## config.mk

```make
export PLATFORM = sky130hd
export DESIGN_NAME = usb_rx_top
export DESIGN_NICKNAME = d
export VERILOG_FILES = /design/src/hdl/usb_rx_pkg.sv /design/src/hdl/bit_unstuffer.sv /design/src/hdl/crc_checker.sv /design/src/hdl/nrzi_decoder.sv /design/src/hdl/packet_assembler.sv /design/src/hdl/usb_rx_top.sv
export SDC_FILE = /design/constraint.sdc
export NUM_CORES = 1
export LEC_CHECK = 0
export ABC_AREA = 1
export BUFFER_PORTS_ARGS = -buffer_cell sky130_fd_sc_hd__buf_2
export CORE_ASPECT_RATIO = 1.75
export CORE_MARGIN = 2
export CORE_UTILIZATION = 45
export CTS_CLUSTER_DIAMETER = 80
export DETAILED_ROUTE_END_ITERATION = 16
export PLACE_DENSITY = 0.74
export SYNTH_ARGS = -nofsm -noshare
export SYNTH_HDL_FRONTEND = slang
export SYNTH_SLANG_ARGS = --single-unit
export TNS_END_PERCENT = 20
```

## constraint.sdc

```tcl
create_clock -name clk -period 2.5 [get_ports clk]
set_clock_uncertainty 0.05 [all_clocks]
set_input_delay 0.25 -clock clk [delete_from_list [all_inputs] [get_ports clk]]
set_output_delay 0.25 -clock clk [all_outputs]
set_load 0.1 [all_outputs]
```

## src/hdl/usb_rx_pkg.sv

```systemverilog
// usb receive package: line states, pid codes, field lengths, crc polynomials and residues
`default_nettype none

package usb_rx_pkg;

    // ************************************************************
    // line and pid encodings
    // ************************************************************

    // line states as seen on the d+/d- pair, 2'b11 (se1) is illegal
    typedef enum logic [1:0] {
        LINE_SE0 = 2'b00,
        LINE_K   = 2'b01,
        LINE_J   = 2'b10
    } line_state_t;

    // low nibble of the pid byte, the high nibble is its complement
    typedef enum logic [3:0] {
        PID_OUT   = 4'b0001,
        PID_IN    = 4'b1001,
        PID_DATA0 = 4'b0011,
        PID_ACK   = 4'b0010,
        PID_NAK   = 4'b1010
    } pid_t;

    // full pid byte including the check nibble
    localparam int PID_BITS = 8;

    // ************************************************************
    // framing and field lengths
    // ************************************************************

    // sync is seven zeros then a one
    localparam int SYNC_ZEROS = 7;

    // a zero is stuffed after this many ones in a row
    localparam int STUFF_RUN = 6;

    // addr + endp for tokens, fixed 8-byte payload for data0
    localparam int TOKEN_BITS = 11;
    localparam int DATA_BITS  = 64;

    localparam int CRC5_BITS  = 5;
    localparam int CRC16_BITS = 16;

    // bit counter covers the longest field plus its crc
    localparam int BIT_CNT_W = 7;

    // ************************************************************
    // crc constants
    // ************************************************************

    // x^5 + x^2 + 1
    localparam logic [4:0] CRC5_POLY = 5'h05;
    // x^16 + x^15 + x^2 + 1
    localparam logic [15:0] CRC16_POLY = 16'h8005;

    // register contents after a good field plus its inverted crc
    localparam logic [4:0]  CRC5_RESIDUE  = 5'h0C;
    localparam logic [15:0] CRC16_RESIDUE = 16'h800D;

endpackage

`default_nettype wire

```

## src/hdl/bit_unstuffer.sv

```systemverilog
// bit_unstuffer: drops the stuffed zero after a run of ones and flags stuff errors
`default_nettype none

module bit_unstuffer (
    input  logic clk,
    input  logic rst_L,
    input  logic line_bit,
    input  logic line_valid,
    input  logic eop,
    input  logic eop_error,
    output logic data_bit,
    output logic data_valid,
    output logic stuff_error
);
    import usb_rx_pkg::*;

    // consecutive ones seen so far
    logic [2:0] run_cnt;

    always_ff @(posedge clk or negedge rst_L) begin
        if (!rst_L) begin
            run_cnt     <= '0;
            data_valid  <= 1'b0;
            stuff_error <= 1'b0;
        end else begin
            data_valid  <= 1'b0;
            stuff_error <= 1'b0;
            if (eop || eop_error) begin
                // packet over, next one starts with a fresh run
                run_cnt <= '0;
            end else if (line_valid) begin
                if (run_cnt == 3'(STUFF_RUN)) begin
                    // this bit is the stuffed one, swallow it
                    // a one here means the sender skipped the stuffing
                    stuff_error <= line_bit;
                    run_cnt     <= '0;
                end else begin
                    data_valid <= 1'b1;
                    run_cnt    <= line_bit ? run_cnt + 3'd1 : 3'd0;
                end
            end
        end
    end

    always_ff @(posedge clk) begin
        if (line_valid) begin
            data_bit <= line_bit;
        end
    end

endmodule

`default_nettype wire

```

## src/hdl/crc_checker.sv

```systemverilog
// crc_checker: serial crc5/crc16 shift register with residue compare
`default_nettype none

module crc_checker (
    input  logic clk,
    input  logic rst_L,
    input  logic data_bit,
    input  logic data_valid,
    input  logic crc_start,
    input  logic crc_en,
    input  logic crc16,
    output logic crc_ok
);
    import usb_rx_pkg::*;

    // crc5 only uses bits 4:0
    logic [15:0] crc_reg;
    logic        fb5;
    logic        fb16;

    // feedback is the msb xored with the incoming bit
    assign fb5  = crc_reg[4] ^ data_bit;
    assign fb16 = crc_reg[15] ^ data_bit;

    always_ff @(posedge clk or negedge rst_L) begin
        if (!rst_L) begin
            crc_reg <= '1;
        end else if (crc_start) begin
            // preset to all ones before the field
            crc_reg <= '1;
        end else if (crc_en && data_valid) begin
            if (crc16) begin
                crc_reg <= {crc_reg[14:0], 1'b0} ^ (fb16 ? CRC16_POLY : 16'h0000);
            end else begin
                crc_reg[4:0] <= {crc_reg[3:0], 1'b0} ^ (fb5 ? CRC5_POLY : 5'h00);
            end
        end
    end

    // field and crc shifted through leave the fixed residue
    always_comb begin
        if (crc16) begin
            crc_ok = (crc_reg == CRC16_RESIDUE);
        end else begin
            crc_ok = (crc_reg[4:0] == CRC5_RESIDUE);
        end
    end

endmodule

`default_nettype wire

```

## src/hdl/nrzi_decoder.sv

```systemverilog
// nrzi_decoder: line sampler with nrzi decode, eop detection and the rx_active flag
`default_nettype none

module nrzi_decoder (
    input  logic                    clk,
    input  logic                    rst_L,
    input  logic                    decode,
    input  usb_rx_pkg::line_state_t port,
    output logic                    line_bit,
    output logic                    line_valid,
    output logic                    eop,
    output logic                    eop_error,
    output logic                    rx_active
);
    import usb_rx_pkg::*;

    typedef enum logic [1:0] {
        ST_IDLE,
        ST_DATA,
        ST_EOP
    } state_t;

    state_t      state;
    // last j/k sample, the reference for the next transition
    line_state_t prev;
    // second se0 of the eop already seen
    logic        se0_seen;

    always_ff @(posedge clk or negedge rst_L) begin
        if (!rst_L) begin
            state      <= ST_IDLE;
            prev       <= LINE_J;
            se0_seen   <= 1'b0;
            line_valid <= 1'b0;
            eop        <= 1'b0;
            eop_error  <= 1'b0;
            rx_active  <= 1'b0;
        end else begin
            // strobes are single cycle
            line_valid <= 1'b0;
            eop        <= 1'b0;
            eop_error  <= 1'b0;
            case (state)
                ST_IDLE: begin
                    // line idles in j, so the first k decodes as a zero
                    if (decode) begin
                        state     <= ST_DATA;
                        prev      <= LINE_J;
                        rx_active <= 1'b1;
                    end
                end
                ST_DATA: begin
                    case (port)
                        LINE_J, LINE_K: begin
                            line_valid <= 1'b1;
                            prev       <= port;
                        end
                        LINE_SE0: begin
                            state    <= ST_EOP;
                            se0_seen <= 1'b0;
                        end
                        default: begin
                            // se1 never belongs in a packet
                            eop_error <= 1'b1;
                            rx_active <= 1'b0;
                            state     <= ST_IDLE;
                        end
                    endcase
                end
                ST_EOP: begin
                    if (!se0_seen && port == LINE_SE0) begin
                        se0_seen <= 1'b1;
                    end else begin
                        // se0 se0 j is the only good ending
                        eop       <= se0_seen && port == LINE_J;
                        eop_error <= !(se0_seen && port == LINE_J);
                        se0_seen  <= 1'b0;
                        rx_active <= 1'b0;
                        state     <= ST_IDLE;
                    end
                end
                default: state <= ST_IDLE;
            endcase
        end
    end

    // no transition means a one
    always_ff @(posedge clk) begin
        if (state == ST_DATA) begin
            line_bit <= (port == prev);
        end
    end

endmodule

`default_nettype wire

```

## src/hdl/packet_assembler.sv

```systemverilog
// packet_assembler: sync hunt, pid decode and check, field collection, crc control, packet status
`default_nettype none

module packet_assembler (
    input  logic                             clk,
    input  logic                             rst_L,
    input  logic                             data_bit,
    input  logic                             data_valid,
    input  logic                             eop,
    input  logic                             eop_error,
    input  logic                             stuff_error,
    input  logic                             crc_ok,
    output logic                             crc_start,
    output logic                             crc_en,
    output logic                             crc16,
    output logic                             done,
    output logic                             error,
    output usb_rx_pkg::pid_t                 pkt_pid,
    output logic [usb_rx_pkg::DATA_BITS-1:0] pkt_data
);
    import usb_rx_pkg::*;

    typedef enum logic [1:0] {
        ST_SYNC,
        ST_PID,
        ST_FIELD,
        ST_WAIT_EOP
    } state_t;

    state_t                           state;
    logic [$clog2(SYNC_ZEROS+1)-1:0]  zero_cnt;
    // pid bits in ST_PID, field plus crc bits afterwards
    logic [BIT_CNT_W-1:0]             bit_cnt;
    logic [BIT_CNT_W-1:0]             exp_len;
    logic [BIT_CNT_W-1:0]             data_len;
    // first seven pid bits, the eighth is taken straight from data_bit
    logic [PID_BITS-2:0]              pid_sr;
    logic                             has_crc;
    // sticky fault for the current packet
    logic                             fault;

    logic [PID_BITS-1:0]              pid_full;
    logic                             pid_known;
    logic                             pid_bad;
    logic                             nxt_crc16;
    logic [BIT_CNT_W-1:0]             nxt_data_len;
    logic [BIT_CNT_W-1:0]             nxt_crc_len;

    assign pid_full = {data_bit, pid_sr};
    assign crc_en   = (state == ST_FIELD);

    // ************************************************************
    // pid table
    // ************************************************************
    always_comb begin
        pid_known    = 1'b0;
        nxt_crc16    = 1'b0;
        nxt_data_len = '0;
        nxt_crc_len  = '0;
        case (pid_full[3:0])
            PID_OUT, PID_IN: begin
                pid_known    = 1'b1;
                nxt_data_len = BIT_CNT_W'(TOKEN_BITS);
                nxt_crc_len  = BIT_CNT_W'(CRC5_BITS);
            end
            PID_DATA0: begin
                pid_known    = 1'b1;
                nxt_crc16    = 1'b1;
                nxt_data_len = BIT_CNT_W'(DATA_BITS);
                nxt_crc_len  = BIT_CNT_W'(CRC16_BITS);
            end
            PID_ACK, PID_NAK: begin
                // handshakes carry no field
                pid_known = 1'b1;
            end
            default: pid_known = 1'b0;
        endcase
        // check nibble must be the complement of the type nibble
        pid_bad = (pid_full[7:4] != ~pid_full[3:0]) || !pid_known;
    end

    // ************************************************************
    // packet fsm
    // ************************************************************
    always_ff @(posedge clk or negedge rst_L) begin
        if (!rst_L) begin
            state     <= ST_SYNC;
            zero_cnt  <= '0;
            bit_cnt   <= '0;
            exp_len   <= '0;
            data_len  <= '0;
            pid_sr    <= '0;
            has_crc   <= 1'b0;
            fault     <= 1'b0;
            crc_start <= 1'b0;
            crc16     <= 1'b0;
            done      <= 1'b0;
            error     <= 1'b0;
            pkt_pid   <= pid_t'(4'h0);
            pkt_data  <= '0;
        end else begin
            done      <= 1'b0;
            crc_start <= 1'b0;
            if (eop || eop_error) begin
                // report the packet, whatever state it stopped in
                done    <= 1'b1;
                pkt_pid <= pid_t'(pid_sr[3:0]);
                error   <= fault || stuff_error || eop_error || (state == ST_SYNC) ||
                           (bit_cnt != exp_len) || (has_crc && !crc_ok);
                state    <= ST_SYNC;
                zero_cnt <= '0;
            end else if (data_valid) begin
                case (state)
                    ST_SYNC: begin
                        if (!data_bit) begin
                            if (zero_cnt != SYNC_ZEROS) begin
                                zero_cnt <= zero_cnt + 1'b1;
                            end
                        end else if (zero_cnt == SYNC_ZEROS) begin
                            // sync complete, start a new packet
                            state     <= ST_PID;
                            bit_cnt   <= '0;
                            fault     <= 1'b0;
                            pkt_data  <= '0;
                            crc_start <= 1'b1;
                        end else begin
                            zero_cnt <= '0;
                        end
                    end
                    ST_PID: begin
                        if (bit_cnt == BIT_CNT_W'(PID_BITS - 1)) begin
                            // last pid bit, pick the field layout
                            bit_cnt  <= '0;
                            data_len <= nxt_data_len;
                            exp_len  <= nxt_data_len + nxt_crc_len;
                            has_crc  <= (nxt_crc_len != '0);
                            crc16    <= nxt_crc16;
                            if (pid_bad) begin
                                fault <= 1'b1;
                            end
                            state <= (nxt_crc_len != '0) ? ST_FIELD : ST_WAIT_EOP;
                        end else begin
                            pid_sr[bit_cnt[2:0]] <= data_bit;
                            bit_cnt <= bit_cnt + 1'b1;
                        end
                    end
                    ST_FIELD: begin
                        // lsb first, crc bits only go to the checker
                        if (bit_cnt < data_len) begin
                            pkt_data[bit_cnt[$clog2(DATA_BITS)-1:0]] <= data_bit;
                        end
                        bit_cnt <= bit_cnt + 1'b1;
                        if (bit_cnt == exp_len - 1'b1) begin
                            state <= ST_WAIT_EOP;
                        end
                    end
                    ST_WAIT_EOP: begin
                        // extra bits only show up in the length check
                        if (bit_cnt != '1) begin
                            bit_cnt <= bit_cnt + 1'b1;
                        end
                    end
                    default: state <= ST_SYNC;
                endcase
            end
            // stuff errors count once a packet has started
            if (stuff_error && state != ST_SYNC) begin
                fault <= 1'b1;
            end
        end
    end

endmodule

`default_nettype wire

```

## src/hdl/usb_rx_top.sv

```systemverilog
// usb_rx_top: full-speed receive chain of nrzi decoder, unstuffer, crc checker and assembler
`default_nettype none

module usb_rx_top (
    input  logic                             clk,
    input  logic                             rst_L,
    input  logic                             decode,
    input  usb_rx_pkg::line_state_t          port,
    output logic                             rx_active,
    output usb_rx_pkg::pid_t                 pkt_pid,
    output logic [usb_rx_pkg::DATA_BITS-1:0] pkt_data,
    output logic                             done,
    output logic                             error
);

    // decoder to unstuffer
    logic line_bit;
    logic line_valid;
    // end of packet status, also used by the assembler
    logic eop;
    logic eop_error;
    // unstuffed stream
    logic data_bit;
    logic data_valid;
    logic stuff_error;
    // crc control and result
    logic crc_start;
    logic crc_en;
    logic crc16;
    logic crc_ok;

    nrzi_decoder nrzi0 (
        .clk        (clk),
        .rst_L      (rst_L),
        .decode     (decode),
        .port       (port),
        .line_bit   (line_bit),
        .line_valid (line_valid),
        .eop        (eop),
        .eop_error  (eop_error),
        .rx_active  (rx_active)
    );

    bit_unstuffer unstuff0 (
        .clk         (clk),
        .rst_L       (rst_L),
        .line_bit    (line_bit),
        .line_valid  (line_valid),
        .eop         (eop),
        .eop_error   (eop_error),
        .data_bit    (data_bit),
        .data_valid  (data_valid),
        .stuff_error (stuff_error)
    );

    crc_checker crc0 (
        .clk        (clk),
        .rst_L      (rst_L),
        .data_bit   (data_bit),
        .data_valid (data_valid),
        .crc_start  (crc_start),
        .crc_en     (crc_en),
        .crc16      (crc16),
        .crc_ok     (crc_ok)
    );

    packet_assembler pack0 (
        .clk         (clk),
        .rst_L       (rst_L),
        .data_bit    (data_bit),
        .data_valid  (data_valid),
        .eop         (eop),
        .eop_error   (eop_error),
        .stuff_error (stuff_error),
        .crc_ok      (crc_ok),
        .crc_start   (crc_start),
        .crc_en      (crc_en),
        .crc16       (crc16),
        .done        (done),
        .error       (error),
        .pkt_pid     (pkt_pid),
        .pkt_data    (pkt_data)
    );

endmodule

`default_nettype wire

```

==> flow_summary.ini <==
[synthesis]
synth-seq-cells = 129
ys_warn_count = 0
postSynthCellCount = 1004
seq_area_frac_synth_pct = 43.88
syn-num-nets = 1034
synth_cell_types = 36
synth.cell_area_sq_mm = 0.007428
postSynthAreaPerCell_sq_um = 7.399

[finish]
n_antenna_cell = 0
final_util_pct = 52.94
multi_input_area_sq_mm = 0.003388
fillCellCount = 1542
largest_reg_flops = 64
layout-drive-gt1-share_pct = 14.88
final_common_cell = nand2_1
syn2layout_area_growth_pct = 16.10
final_cell_mix = nand2_1, inv_1, dfrtp_1, nand3_1, buf_2
finalNetCount = 1092
regArea_sq_mm = 0.003259
design_area_sq_mm = 0.008625

[worst_setup_path]
required_ns = 2.76
cpMaxStageDelayCell = o21ai_4
start_kind = flip-flop
slowest_delay_ns = 0.54
path_cells = inv_1 -> ha_1 -> inv_1 -> o21ai_4 -> buf_12 -> nand3_1 -> nand2_1 -> nand2_1
cp_num_buf_inv = 3
crit_path_end_kind = flip-flop
critical_path_class = reg2reg
critPathTopFamily = buffers and inverters
worst-path-max-fanout = 54
crit_arrival_ns = 2.54

[sta]
fin_crit_sh_pct = 91.29
maxSlewHeadroom_pct = 49.52
setup_viol = 0
worstMarginPinSlew_ns = 0.7572
fmax_ghz = 0.4381
rsz0062_at_grt = no
maxSlewViolCount = 0
finalSetupTns_ns = 0
worst_slack_ns = 0.2176
timing_hold_violations_final = 0
fin_crit_ns = 2.282

[global_routing]
grt_pass1_wl_mm = 30.10
grt_max_degree = 129
overflow = 0
grt_use_met1_pct = 24.36
use_met3_pct = 3.378
grt_use_met2_pct = 38.30
grt_util_all_layers_pct = 21.32
antenna_found_initial = 0
grt_pass1_vias = 6324
busiest_layer = met2

[clock_network]
cts_tree = done
cts_buffer_depth = 2
root_buffer = clkbuf_16
cts_made_buffers = 17
htree_levels = 4
clk_pin_slew_worst_paths_ns = 0.06
ctsResizeCount = 0
clock_latency_ns = 0.43
post_cts_buffers = 0
clkSinkCount = 129

[floorplanning]
io_pins = 76
fp.dieH_um = 174.0
initial_core_util_pct = 45.60
rows = 62
dieArea_sq_mm = 0.01759
die_w_um = 101.1
core_sq_mm = 0.01629

[route]
avgRoutedWirePerCell_um = 14.22
drt_iter0_drc = 355
routed_via_density = 5.201
final_antenna_net_count = 0
first_pass_iters = 5
drcViolationCount = 0
vias = 6590
routed_wl_mm = 18.02

[placement]
port_buffers = 75
pre_cts_slack_ns = 0.2239
dpl.hpwl_mm = 12.31
postPlaceCellArea_sq_mm = 0.007955
gp_congestion = 0.9420

[power_and_ir_drop]
power_density_mw_per_mm2 = 904.0
vdd_ir_drop_max_v = 0.0006159
leakagePower_nw = 4.831
fin_total_pwr_mw = 7.797

[hold_path]
min_path_type = in2reg

[flow_run]
cap_violations = 0

[status]
status = finished, final reports clean
## cell families (layout without fill, tap and decap cells)
logic type / after synthesis / in the layout / synth area share, %
XOR/XNOR: 10 / 10 / 1.179
flip-flops: 129 / 129 / 43.88
adder cells (fa/ha/maj): 25 / 25 / 4.211
AND/OR/NAND/NOR: 562 / 562 / 33.32
buffers and inverters: 190 / 261 / 10.75
AO/OA/AOI/OAI: 88 / 88 / 6.670
## repair_timing
action                     in CTS  in global routing
setup endpoints to repair       0                  4
hold buffers                    1                  0
hold endpoints to repair      110                  0
## worst register-to-register path: stages (launching register included)
cell and delay (ns):
dfrtp_1 0.40, inv_1 0.13, ha_1 0.33, inv_1 0.15, o21ai_4 0.54, buf_12 0.32, nand3_1 0.12, nand2_1 0.09
nand2_1 0.05
## power by group
part / leakage (nW) / internal, mW / switching, mW
clock network: 0.310 / 1.78 / 0.996
logic: 2.81 / 0.705 / 1.86
registers: 1.71 / 2.30 / 0.151
total: 4.83 / 4.79 / 3.01
## worst paths after layout
kind	start	to	slack (ns)	cells after the start
min in group asynchronous	rst_L	pack0.pkt_pid[1]	0.37	3
max in group asynchronous	rst_L	pack0.pkt_data[33]	1.41	3
max reg2reg	pack0.state[1]	pack0.pkt_data[6]	0.22	8
max	pack0.state[1]	pack0.pkt_data[6]	0.22	8
min reg2reg	pack0.pkt_data[20]	pack0.pkt_data[20]	0.41	2
min	port[1]	nrzi0.prev[1]	0.12	3
## metrics by stage
| step | hold slack [ns] | std cells |
|---|---|---|
| finish | 0.1157 | 1267 |
| CTS | 0.1052 | 1267 |
| global route | 0.1405 | 1267 |
| floorplan | -0.09559 | 1004 |
| detailed placement | 0.3631 | 1234 |
| global placement | 0.3606 | 1234 |
## synth_stat cells
library cell / number / area, sq um
xor2_1: 8 / 70.07
o21ai_1: 8 / 40.04
clkbuf_1: 14 / 52.55
a31oi_1: 1 / 6.260
xnor2_1: 2 / 17.52
o21ai_0: 42 / 210.2
edfxtp_1: 2 / 60.06
buf_1: 2 / 7.510
or2_1: 1 / 6.260
a22oi_1: 10 / 75.07
dfrtp_1: 110 / 2753
dfstp_2: 17 / 446.7
buf_4: 14 / 105.1
inv_2: 4 / 15.01
nand2_2: 2 / 12.51
buf_2: 20 / 100.1
nand3_2: 2 / 20.02
nor2_2: 3 / 18.77
o211ai_1: 2 / 15.01
nand4_1: 72 / 450.4
or2_2: 1 / 6.260
nand3_1: 92 / 460.4
o31ai_1: 2 / 15.01
a21boi_0: 1 / 7.510
nor2_1: 40 / 150.1
nor3_1: 6 / 30.03
nor2_4: 1 / 11.26
nand2_1: 338 / 1269
a21oi_2: 2 / 17.52
buf_6: 1 / 11.26
o22ai_1: 1 / 6.260
inv_1: 135 / 506.7
nor3_2: 4 / 40.04
o21ai_2: 2 / 17.52
ha_1: 25 / 312.8
a21oi_1: 17 / 85.08
## area by class of cell
type / count / area share [%]
inverter: 139 / 6.050
tap: 192 / 2.785
multi-input combinational: 685 / 39.29
timing repair buffer: 90 / 6.441
sequential: 129 / 37.79
clock inverter: 15 / 2.713
clock buffer: 17 / 4.933
## per-layer routing
layer  routed length (um)  vias to the layer above
met3                  576                       32
met2                 9949                      134
met4                  444                        0
met5                    0                        -
met1                 7049                     3080
li1                     -                     3344
(Power assumes the default switching activity.)
